`src/hw/rv_pkg.sv`:
```
/*
 * shared RV32I execute definitions.
 * encodings of alu_op_e and the select enums are fixed; other blocks rely on them.
 */
`default_nettype none

package rv_pkg;

	// register index width, 32 architectural registers
	localparam int unsigned REG_IDX_W = 5;

	// alu operations, ordered like the funct3 groups
	typedef enum logic [3:0] {
		ALU_ADD   = 4'b0000,
		ALU_SUB   = 4'b0001,
		ALU_SLL   = 4'b0010,
		ALU_SLT   = 4'b0011,
		ALU_SLTU  = 4'b0100,
		ALU_XOR   = 4'b0101,
		ALU_SRL   = 4'b0110,
		ALU_SRA   = 4'b0111,
		ALU_OR    = 4'b1000,
		ALU_AND   = 4'b1001,
		// source 2 straight through, used by lui
		ALU_PASS2 = 4'b1010
	} alu_op_e;

	// first alu operand
	typedef enum logic [1:0] {
		SRC1_ZERO = 2'b00,
		SRC1_REG  = 2'b01,
		SRC1_PC   = 2'b10
	} src1_sel_e;

	// second alu operand
	typedef enum logic [1:0] {
		SRC2_REG  = 2'b00,
		SRC2_IMM  = 2'b01,
		SRC2_PC   = 2'b10,
		SRC2_ZERO = 2'b11
	} src2_sel_e;

	// major opcodes handled here
	typedef enum logic [6:0] {
		OP     = 7'b0110011,
		OP_IMM = 7'b0010011,
		LUI    = 7'b0110111,
		AUIPC  = 7'b0010111
	} opcode_e;

endpackage

`default_nettype wire

```
`src/hw/exe_ctrl_if.sv`:
```
/*
 * decoded controls, decoder to execute stage.
 * all signals are combinational; the decoder drives every one of them.
 */
`default_nettype none

interface exe_ctrl_if;
	import rv_pkg::*;

	alu_op_e              alu_op;
	src1_sel_e            src1_sel;
	src2_sel_e            src2_sel;
	// sign extended i-type or u-type value
	logic [31:0]          imm;
	// write enable, already gated with valid
	logic                 wd;
	logic [REG_IDX_W-1:0] wreg;

	modport decoder (output alu_op, output src1_sel, output src2_sel,
		output imm, output wd, output wreg);

	modport execute (input alu_op, input src1_sel, input src2_sel,
		input imm, input wd, input wreg);

endinterface

`default_nettype wire

```
`src/hw/rv_alu.sv`:
```
/*
 * combinational RV32I alu.
 * shift amounts use src2[4:0] only; compares return 0 or 1.
 */
`default_nettype none

module rv_alu (
	input  logic [31:0]     src1_i,
	input  logic [31:0]     src2_i,
	input  rv_pkg::alu_op_e alu_op_i,
	output logic [31:0]     result_o
);
	import rv_pkg::*;

	logic [4:0]  shamt;
	logic        lt_signed;
	logic        lt_unsigned;

	// shift amount from the low bits
	assign shamt = src2_i[4:0];

	// compare results
	assign lt_signed   = $signed(src1_i) < $signed(src2_i);
	assign lt_unsigned = src1_i < src2_i;

	always_comb begin
		case (alu_op_i)
			ALU_ADD:   result_o = src1_i + src2_i;
			ALU_SUB:   result_o = src1_i - src2_i;
			ALU_SLL:   result_o = src1_i << shamt;
			ALU_SLT:   result_o = {31'b0, lt_signed};
			ALU_SLTU:  result_o = {31'b0, lt_unsigned};
			ALU_XOR:   result_o = src1_i ^ src2_i;
			ALU_SRL:   result_o = src1_i >> shamt;
			// arithmetic, fills with the sign bit
			ALU_SRA:   result_o = $unsigned($signed(src1_i) >>> shamt);
			ALU_OR:    result_o = src1_i | src2_i;
			ALU_AND:   result_o = src1_i & src2_i;
			// lui style pass
			ALU_PASS2: result_o = src2_i;
			// unused encodings
			default:   result_o = 32'b0;
		endcase
	end

endmodule

`default_nettype wire

```
`src/hw/rv_decoder.sv`:
```
/*
 * RV32I decoder for OP, OP-IMM, LUI and AUIPC only.
 * any other opcode is a no-op with the write enable low.
 * funct7 is only looked at through bit 30; other funct7 bits are not checked.
 */
`default_nettype none

module rv_decoder (
	input  logic                         valid_i,
	input  logic [31:0]                  inst_i,
	output logic [rv_pkg::REG_IDX_W-1:0] rs1_o,
	output logic [rv_pkg::REG_IDX_W-1:0] rs2_o,
	exe_ctrl_if.decoder                  ctrl
);
	import rv_pkg::*;

	opcode_e     opcode;
	logic [2:0]  funct3;
	// selects sub and sra
	logic        funct7_b5;
	logic [31:0] imm_i_type;
	logic [31:0] imm_u_type;

	// funct3 to alu operation for both OP and OP-IMM
	function automatic alu_op_e funct3_op(input logic [2:0] f3, input logic alt);
		alu_op_e op;
		case (f3)
			3'b000:  op = alt ? ALU_SUB : ALU_ADD;
			3'b001:  op = ALU_SLL;
			3'b010:  op = ALU_SLT;
			3'b011:  op = ALU_SLTU;
			3'b100:  op = ALU_XOR;
			3'b101:  op = alt ? ALU_SRA : ALU_SRL;
			3'b110:  op = ALU_OR;
			default: op = ALU_AND;
		endcase
		return op;
	endfunction

	// instruction fields
	assign opcode    = opcode_e'(inst_i[6:0]);
	assign funct3    = inst_i[14:12];
	assign funct7_b5 = inst_i[30];
	assign rs1_o     = inst_i[19:15];
	assign rs2_o     = inst_i[24:20];

	// i-type sign extended from bit 31
	assign imm_i_type = {{20{inst_i[31]}}, inst_i[31:20]};
	// u-type with the low 12 bits zero
	assign imm_u_type = {inst_i[31:12], 12'b0};

	// destination index always taken from the rd field
	assign ctrl.wreg = inst_i[11:7];

	always_comb begin
		// defaults describe the no-op
		ctrl.alu_op   = ALU_ADD;
		ctrl.src1_sel = SRC1_ZERO;
		ctrl.src2_sel = SRC2_ZERO;
		ctrl.imm      = imm_i_type;
		ctrl.wd       = 1'b0;
		case (opcode)
			OP: begin
				// bit 30 picks sub and sra
				ctrl.alu_op   = funct3_op(funct3, funct7_b5);
				ctrl.src1_sel = SRC1_REG;
				ctrl.src2_sel = SRC2_REG;
				ctrl.wd       = valid_i;
			end
			OP_IMM: begin
				// addi has no sub form so bit 30 only selects srai
				ctrl.alu_op   = funct3_op(funct3, (funct3 == 3'b101) && funct7_b5);
				ctrl.src1_sel = SRC1_REG;
				ctrl.src2_sel = SRC2_IMM;
				ctrl.wd       = valid_i;
			end
			LUI: begin
				// result is the immediate itself
				ctrl.alu_op   = ALU_PASS2;
				ctrl.src1_sel = SRC1_ZERO;
				ctrl.src2_sel = SRC2_IMM;
				ctrl.imm      = imm_u_type;
				ctrl.wd       = valid_i;
			end
			AUIPC: begin
				// pc plus immediate
				ctrl.alu_op   = ALU_ADD;
				ctrl.src1_sel = SRC1_PC;
				ctrl.src2_sel = SRC2_IMM;
				ctrl.imm      = imm_u_type;
				ctrl.wd       = valid_i;
			end
			default: begin
				// unsupported opcodes never write
				ctrl.wd = 1'b0;
			end
		endcase
	end

endmodule

`default_nettype wire

```
`src/hw/rv_regfile.sv`:
```
/*
 * 32x32 register file, two async read ports and one write port.
 * x0 reads zero and ignores writes. no bypass: a write lands on the clock edge.
 */
`default_nettype none

module rv_regfile (
	input  logic                         clk_i,
	input  logic                         reset_i,
	input  logic [rv_pkg::REG_IDX_W-1:0] rs1_i,
	input  logic [rv_pkg::REG_IDX_W-1:0] rs2_i,
	output logic [31:0]                  rdata1_o,
	output logic [31:0]                  rdata2_o,
	input  logic                         we_i,
	input  logic [rv_pkg::REG_IDX_W-1:0] waddr_i,
	input  logic [31:0]                  wdata_i
);
	import rv_pkg::*;

	// x1..x31 only, x0 has no storage
	logic [31:0] regs [1:(2**REG_IDX_W)-1];

	always_ff @(posedge clk_i) begin
		if (reset_i) begin
			// clear the whole file on reset
			for (int i = 1; i < 2**REG_IDX_W; i++) begin
				regs[i] <= '0;
			end
		end else if (we_i && (waddr_i != '0)) begin
			regs[waddr_i] <= wdata_i;
		end
	end

	// combinational reads
	// x0 forced to zero
	assign rdata1_o = (rs1_i == '0) ? 32'b0 : regs[rs1_i];
	assign rdata2_o = (rs2_i == '0) ? 32'b0 : regs[rs2_i];

endmodule

`default_nettype wire

```
`src/hw/rv_exe.sv`:
```
/*
 * execute stage: operand selection in front of the alu.
 * purely combinational; write-back fields pass through from the decoder.
 */
`default_nettype none

module rv_exe (
	input  logic [31:0]                  reg1_i,
	input  logic [31:0]                  reg2_i,
	input  logic [31:0]                  pc_i,
	exe_ctrl_if.execute                  ctrl,
	output logic                         wd_o,
	output logic [rv_pkg::REG_IDX_W-1:0] wreg_o,
	output logic [31:0]                  wdata_o
);
	import rv_pkg::*;

	logic [31:0] src1;
	logic [31:0] src2;

	// source 1 mux, unused key gives zero
	always_comb begin
		case (ctrl.src1_sel)
			SRC1_REG: src1 = reg1_i;
			SRC1_PC:  src1 = pc_i;
			default:  src1 = 32'b0;
		endcase
	end

	// source 2 mux
	always_comb begin
		case (ctrl.src2_sel)
			SRC2_REG: src2 = reg2_i;
			SRC2_IMM: src2 = ctrl.imm;
			SRC2_PC:  src2 = pc_i;
			default:  src2 = 32'b0;
		endcase
	end

	rv_alu u_alu (
		.src1_i   (src1),
		.src2_i   (src2),
		.alu_op_i (ctrl.alu_op),
		.result_o (wdata_o)
	);

	// write-back intent travels with the result
	assign wd_o   = ctrl.wd;
	assign wreg_o = ctrl.wreg;

endmodule

`default_nettype wire

```
`src/hw/rv_exec_top.sv`:
```
/*
 * single-cycle RV32I integer execute datapath.
 * inst/pc/valid to wd/wreg/wdata is combinational; register write on next clk_i edge.
 * keep valid_i low during reset. no back-pressure.
 */
`default_nettype none

module rv_exec_top (
	input  logic                         clk_i,
	input  logic                         reset_i,
	input  logic                         valid_i,
	input  logic [31:0]                  inst_i,
	input  logic [31:0]                  pc_i,
	output logic                         wd_o,
	output logic [rv_pkg::REG_IDX_W-1:0] wreg_o,
	output logic [31:0]                  wdata_o
);
	import rv_pkg::*;

	// source register indexes
	logic [REG_IDX_W-1:0] rs1;
	logic [REG_IDX_W-1:0] rs2;
	// operand values
	logic [31:0]          rdata1;
	logic [31:0]          rdata2;

	// decoder to execute controls
	exe_ctrl_if ctrl_if ();

	rv_decoder u_decoder (
		.valid_i (valid_i),
		.inst_i  (inst_i),
		.rs1_o   (rs1),
		.rs2_o   (rs2),
		.ctrl    (ctrl_if.decoder)
	);

	// write port fed straight from the execute outputs
	rv_regfile u_regfile (
		.clk_i    (clk_i),
		.reset_i  (reset_i),
		.rs1_i    (rs1),
		.rs2_i    (rs2),
		.rdata1_o (rdata1),
		.rdata2_o (rdata2),
		.we_i     (wd_o),
		.waddr_i  (wreg_o),
		.wdata_i  (wdata_o)
	);

	rv_exe u_exe (
		.reg1_i  (rdata1),
		.reg2_i  (rdata2),
		.pc_i    (pc_i),
		.ctrl    (ctrl_if.execute),
		.wd_o    (wd_o),
		.wreg_o  (wreg_o),
		.wdata_o (wdata_o)
	);

endmodule

`default_nettype wire

```
`config.mk`:
```
export PLATFORM = sky130hd
export DESIGN_NAME = rv_exec_top
export DESIGN_NICKNAME = d
export VERILOG_FILES = /design/src/hw/rv_pkg.sv /design/src/hw/exe_ctrl_if.sv /design/src/hw/rv_alu.sv /design/src/hw/rv_decoder.sv /design/src/hw/rv_regfile.sv /design/src/hw/rv_exe.sv /design/src/hw/rv_exec_top.sv
export SDC_FILE = /design/constraint.sdc
export NUM_CORES = 2
export LEC_CHECK = 0
export CAP_MARGIN = 20
export CORE_AREA = 3 3 505 507
export DETAILED_ROUTE_END_ITERATION = 12
export DIE_AREA = 0 0 508 510
export DONT_BUFFER_PORTS = 1
export MAX_ROUTING_LAYER = met4
export PLACE_DENSITY = 0.38
export SETUP_SLACK_MARGIN = 0.2
export SLEW_MARGIN = 20
export SYNTH_ARGS = -nofsm -noshare
export SYNTH_HDL_FRONTEND = slang
export SYNTH_SLANG_ARGS = --single-unit
export TNS_END_PERCENT = 1
```
`constraint.sdc`:
```
create_clock -name clk_i -period 11.8 [get_ports clk_i]
set_input_delay 1.18 -clock clk_i [delete_from_list [all_inputs] [get_ports clk_i]]
set_output_delay 1.18 -clock clk_i [all_outputs]
set_load 0.03 [all_outputs]
```
After elaboration in Yosys (flattened, before gate mapping)
Memory sizes are Yosys's and may differ from the RTL's.
Index checks and enable logic that the tools add are counted.
{"block": "word_totals", "reg_bits": 0, "memories": 1, "output_inout_bits": 38, "ramBits": 992, "in_bits": 67, "word_cells": 72}
{"name": "u_regfile.regs", "depth": 31, "width": 32, "read_ports": 2, "rd_ports_with_merged_regs": 0, "write_ports": 31, "line_no": "rv_regfile.sv:21", "rtl": "logic [31:0] regs [1:(2**REG_IDX_W)-1];"}
{"block": "classes", "bitwise": 3, "n_mux": 24, "shifts": 3, "n_eq_ne": 24, "reduce_logical": 13, "n_addsub": 2, "n_lt_le_gt_ge": 2}
{"operator": "$pmux W32 S11", "n": 1}
{"operator": "$mux W32", "n": 3}
{"operator": "$pmux W32 S3", "n": 1}
{"operator": "$lt A32 B32 Y1", "n": 2}
{"operator": "$pmux W32 S2", "n": 1}
{"operator": "$pmux W4 S7", "n": 2}
{"operator": "$add A32 B32 Y32", "n": 1}
{"operator": "$and A32 B32 Y32", "n": 1}
{"operator": "$or A32 B32 Y32", "n": 1}
{"operator": "$reduce_or A32 Y1", "n": 1}
{"operator": "$shl A32 B5 Y32", "n": 1}
{"operator": "$shr A32 B5 Y32", "n": 1}
{"operator": "$sshr A32 B5 Y32", "n": 1}
{"operator": "$sub A32 B32 Y32", "n": 1}
{"operator": "$xor A32 B32 Y32", "n": 1}
{"operator": "$mux W31", "n": 1}
{"operator": "$eq A4 B3 Y1 const B", "n": 4}
{"operator": "$eq A7 B5 Y1 const B", "n": 2}
{"operator": "$eq A7 B6 Y1 const B", "n": 2}
{"operator": "$eq A4 B4 Y1 const B", "n": 3}
{"operator": "$pmux W4 S3", "n": 1}
{"operator": "$mux W1", "n": 11}
{"operator": "$logic_not A5 Y1", "n": 2}
{"operator": "$eq A3 B3 Y1 const B", "n": 3}
{"operator": "16 further kinds", "n": 23}

Logic depth before layout (Yosys ltp)
{"block": "logic_depth", "ltp_word": 9, "ltp_mapped": 33, "ltp_nobuf": 23}

Hierarchy
From an unflattened synthesis, not the netlist that was laid out.
{"block": "hier_totals", "hier_cells": 5281, "hier_area_um2": 65317.6}
{"module": "rv_regfile", "seq_area_each_um2": 30749.5, "n_inst": 1, "area_each_um2": 54631.1, "cells_per_inst": 3765}
{"module": "rv_alu", "seq_area_each_um2": 0.0, "n_inst": 1, "area_each_um2": 8874.8, "cells_per_inst": 1277}
{"module": "rv_exe", "seq_area_each_um2": 0.0, "n_inst": 1, "area_each_um2": 1266.2, "cells_per_inst": 160}
{"module": "rv_decoder", "seq_area_each_um2": 0.0, "n_inst": 1, "area_each_um2": 545.5, "cells_per_inst": 79}

Worst setup path after synthesis
Ideal clock, no wire load.
{"block": "synth_timing", "kind": "input to output", "start": "input inst_i[20]", "end": "output wdata_o[26]", "t_arrival_ps": 7871, "path_buffers": 14, "slack_ps": 2749, "cell_stages": 28, "required_time_ps": 10620, "cell_sequence": "buf_4 > buf_6 > buf_6 > buf_6 > buf_4 > buf_4 > buf_4 > buf_6 > buf_6 > buf_4 > buf_4 > buf_2 > mux4_2 > mux2_2 > a22oi_1 > nand2_1 > a32oi_1 > ha_1 > clkbuf_1 > or4_1 > o41ai_1 > a2111oi_0 > o31a_1 > a21oi_1 > a21oi_1 > a2111oi_2 > buf_2 > inv_1"}
{"block": "synth_between", "elab_chain_cells": 5, "word_cells_on_any_way": 14, "classes_between": "add/sub: 2; shift: 3; mux: 4; bitwise: 3; reduce/logical: 1; memory: 1"}
{"item": "from (decl)", "line_no": "rv_exec_top.sv:12", "rtl": "input logic [31:0] inst_i,"}
{"item": "$mem_v2 Z31 W32 / $logic_not A5 Y1 (equally long branches)"}
{"item": "$mux W32", "line_no": "rv_regfile.sv:37", "rtl": "assign rdata2_o = (rs2_i == '0) ? 32'b0 : regs[rs2_i];"}
{"item": "$pmux W32 S3 *", "line_no": "rv_exe.sv:32", "rtl": "case (ctrl.src2_sel)"}
{"item": "$sub A32 B32 Y32 (tied with other cells)", "line_no": "rv_alu.sv:29", "rtl": "ALU_SUB: result_o = src1_i - src2_i;"}
{"item": "$pmux W32 S11 *", "line_no": "rv_alu.sv:27", "rtl": "case (alu_op_i)"}
{"item": "to (decl)", "line_no": "rv_exec_top.sv:16", "rtl": "output logic [31:0] wdata_o"}
Mark *: on every way between the ends. The rest lies on a longest branch, timed or not.

Worst setup path in the final report
{"block": "layout_timing", "start": "input inst_i[3]", "end": "output wdata_o[26]"}
{"block": "layout_between", "elab_chain_cells": 7, "word_cells_on_any_way": 38, "classes_between": "add/sub: 2; eq/ne: 18; shift: 3; mux: 7; bitwise: 3; reduce/logical: 5"}
{"item": "$eq A7 B6 Y1 / $eq A7 B5 Y1 (equally long branches)", "line_no": "rv_decoder.sv:62", "rtl": "case (opcode)"}
{"item": "$reduce_or A3 Y1 (no line) / $reduce_or A2 Y1 (equally long branches)"}
{"item": "$pmux W2 S2", "line_no": "rv_decoder.sv:62"}
{"item": "$eq A2 B2 Y1 (tied with other cells)", "line_no": "rv_exe.sv:32"}
{"item": "$pmux W32 S3 / $pmux W32 S2 (equally long branches)", "line_no": "rv_exe.sv:32, rv_exe.sv:23"}
{"item": "$sub A32 B32 Y32 (tied with other cells)", "line_no": "rv_alu.sv:29"}
{"item": "$pmux W32 S11 *", "line_no": "rv_alu.sv:27"}
Marks and branches as above.

==> results.json <==
{
  "drive_above_1_share_pct": 20.3,
  "grt_use_total_pct": 25.3,
  "die_h_um": 510,
  "setup_viol": 0,
  "synth_cell_types": 98,
  "wl_mm": 326,
  "die_w_um": 508,
  "synth_top_area_share_pct": 49.1,
  "p_per_area_nw_per_um2": 124,
  "syn_avg_cell_area_um2": 12.0,
  "synth_area_leaders": "edfxtp_1 (49%), mux4_2 (15%), nor2_1 (6.8%)",
  "post-route-period-util_pct": 88.1,
  "worstMarginPinSlew_ns": 1.64,
  "critPathCaptureType": "output port",
  "cts_num_sinks": 1024,
  "max_freq_ghz": 0.0962,
  "cp_cell_sequence": "nand4b_1 -> nor2_1 -> and2_1 -> nand2b_1 -> inv_1 -> ha_2 -> a221o_1 -> nand2_1 -> inv_1 -> ha_1 -> fa_1 -> a21oi_1 -> o21bai_1 -> a21o_1 -> a21oi_1 -> o41ai_1 -> a2111oi_0 -> o31a_1 -> a21oi_1 -> a21oi_1 -> a2111oi_4 -> inv_1",
  "async_flop_share_pct": 0,
  "rsz0062_at_grt": "no",
  "crit_start": "inst_i[3]",
  "synth_edf_count": 1024,
  "drtIter0Drc": 6689,
  "seqPwrFrac_pct": 47.9,
  "syn_inst": 5216,
  "post_cts_resized": 0,
  "cts_buffers": 112,
  "path_class": "input pin to output port",
  "top_regs": "u_regfile.regs (1024)",
  "clkTransAtPathRegs_ns": 0.06,
  "path_buf_inv": 3,
  "pwr-share-clk_pct": 42.5,
  "grt_use_met2_pct": 39.0,
  "h-tree-depth": 3,
  "switchingPower_uw": 2180,
  "timing.setup.tns_ns": 0,
  "synth_seq_cells": 1024,
  "numPortBuffers": 0,
  "num_vias": 48100,
  "dieArea_um2": 259000,
  "busiest_layer": "met2",
  "final_cell_mix": "nor2_1 (1126), edfxtp_1 (1024), mux4_2 (428)",
  "drc": 0,
  "ctsHoldBuffers": 0,
  "area_delta_synth_final_pct": 12.4,
  "worstPathRequired_ns": 10.62,
  "worstHoldStart": "reset_i",
  "dpl_cell_area_um2": 66500,
  "irDropWorstVdd_uv": 117,
  "slowest_stage": "o41ai_1",
  "comb_power_share_pct": 9.6,
  "cp_top_family": "compound AO/OA/AOI/OAI gates",
  "finClkSkew_ns": 0.0441,
  "swShare_pct": 25.0,
  "largest_reg_flops": 1024,
  "arrival_ns": 9.21,
  "vias_per_cell": 5.65,
  "outcome": "complete, but fails checks",
  "path_common_cell": "a21oi_1",
  "dr.pass1.iters": 5,
  "post-cts-setup-buffer-count": 0,
  "rr_startpoint": "u_regfile.regs[12][6]",
  "hpwl_mm": 216,
  "fin_crit_ns": 10.39,
  "worst-path-max-fanout": 45,
  "io_pins": 105,
  "core_um2": 251000,
  "regMostFlops": "u_regfile.regs",
  "cts_max_path_buffers": 3,
  "grt_pass1_wl_mm": 436,
  "layout_commonest_cell": "nor2_1",
  "max_cap_violations": 0,
  "antenna_found_initial": 38,
  "clock-root-buffer": "clkbuf_16",
  "postLayoutCellArea_um2": 70400,
  "hold_viol": 0,
  "ys.flop_type": "edfxtp_1",
  "max_stage_delay_ns": 1.02,
  "start_util_pct": 24.9,
  "yosysWarningCount": 0,
  "place_congestion": 1.00,
  "ant_nets": 0,
  "clkLatencyLatePin_ns": 0.78,
  "seq_area_frac_synth_pct": 49.1,
  "cts_tree": "built",
  "failed_checks": "max-slew violations",
  "finalMaxSlewViolations": 104,
  "nNetsFinal": 5217,
  "rows": 184,
  "synth_area_um2": 62600,
  "grt_max_degree": 330,
  "grt_pass1_vias": 46300,
  "overflow": 0,
  "slew_headroom_pct": -9.22,
  "p_leak_uw": 0.0234,
  "p_int_uw": 6540,
  "wl_per_cell_um": 38.3,
  "use_met1_pct": 32.5,
  "start_kind": "input pin",
  "met3_usage_pct": 5.46,
  "synth_largest_area_cell": "edfxtp_1",
  "hold_class": "input pin to flip-flop"
}
power groups by stage:
stage	Combinational, uW	Clock [uW]	Sequential (uW)
global route	852	3910	4190
finish	839	3700	4180
detailed placement	829	0	4250
global placement	831	0	4250
CTS	830	3770	4170
floorplan	575	0	4230
cells in the mapped netlist, types with 36 or more instances:
cell type	n
clkbuf_1	286
nand3_1	52
a21oi_1	193
inv_1	113
mux2i_1	281
nor3_1	52
nand2_1	223
mux4_2	428
buf_1	37
nand2b_1	40
o221ai_1	65
o22ai_1	36
o21ai_0	87
edfxtp_1	1024
a221oi_1	72
a211oi_1	46
buf_2	132
ha_1	100
a22oi_1	108
mux2_2	52
nor2_1	1128
cell type report:
type | count | area (um^2)
Tap cell | 3348 | 4190
Antenna cell | 29 | 72.6
Timing Repair Buffer | 209 | 1610
Inverter | 133 | 499
Clock buffer | 147 | 2930
Fill cell | 26000 | 181000
Clock inverter | 66 | 827
Sequential cell | 1024 | 30700
Multi-Input combinational cell | 3568 | 29500
kinds of logic (layout without fill, tap and decap cells):
family / after synthesis / in the layout / synth area share, %
AO/OA/AOI/OAI: 986 / 986 / 11.7
XOR/XNOR: 11 / 11 / 0.154
adder cells (fa/ha/maj): 102 / 102 / 2.06
buffers and inverters: 655 / 555 / 4.81
flip-flops: 1024 / 1024 / 49.1
multiplexers: 761 / 761 / 20.8
other: 1 / 61 / 0.00599
AND/OR/NAND/NOR: 1676 / 1676 / 11.3
per-layer routing:
metal,wire (um),up-vias
li1,-,19700
met2,150000,2192
met3,26600,388
met4,14100,0
met1,136000,25900
met5,0,-
path summary, 6_finish.rpt:
| path | endpoint | slack (ns) | cells after the start |
|---|---|---|---|
| setup / recovery | wdata_o[26] | 1.41 | 22 |
| hold reg to reg | u_regfile.regs[0][17] | 1.97 | 9 |
| setup reg to reg | u_regfile.regs[17][26] | 3.22 | 18 |
| hold / removal | u_regfile.regs[17][6] | 0.63 | 1 |
stage by stage:
stage | power [uW] | hold WS, ns | util [%] | setup WS, ns | std cells
3_5_place_dp | 5080 | 1.41 | 26.5 | 1.74 | 8280
4_1_cts | 8780 | 0.570 | 28.0 | 1.71 | 8493
6_report | 8720 | 0.629 | 28.0 | 1.41 | 8524
2_1_floorplan | 4800 | 1.31 | - | 2.75 | 5247
5_1_grt | 8950 | 0.605 | 28.0 | 1.09 | 8516
3_3_place_gp | 5080 | 1.41 | 26.5 | 1.38 | 8279
Power figures use the tool's default switching activity.
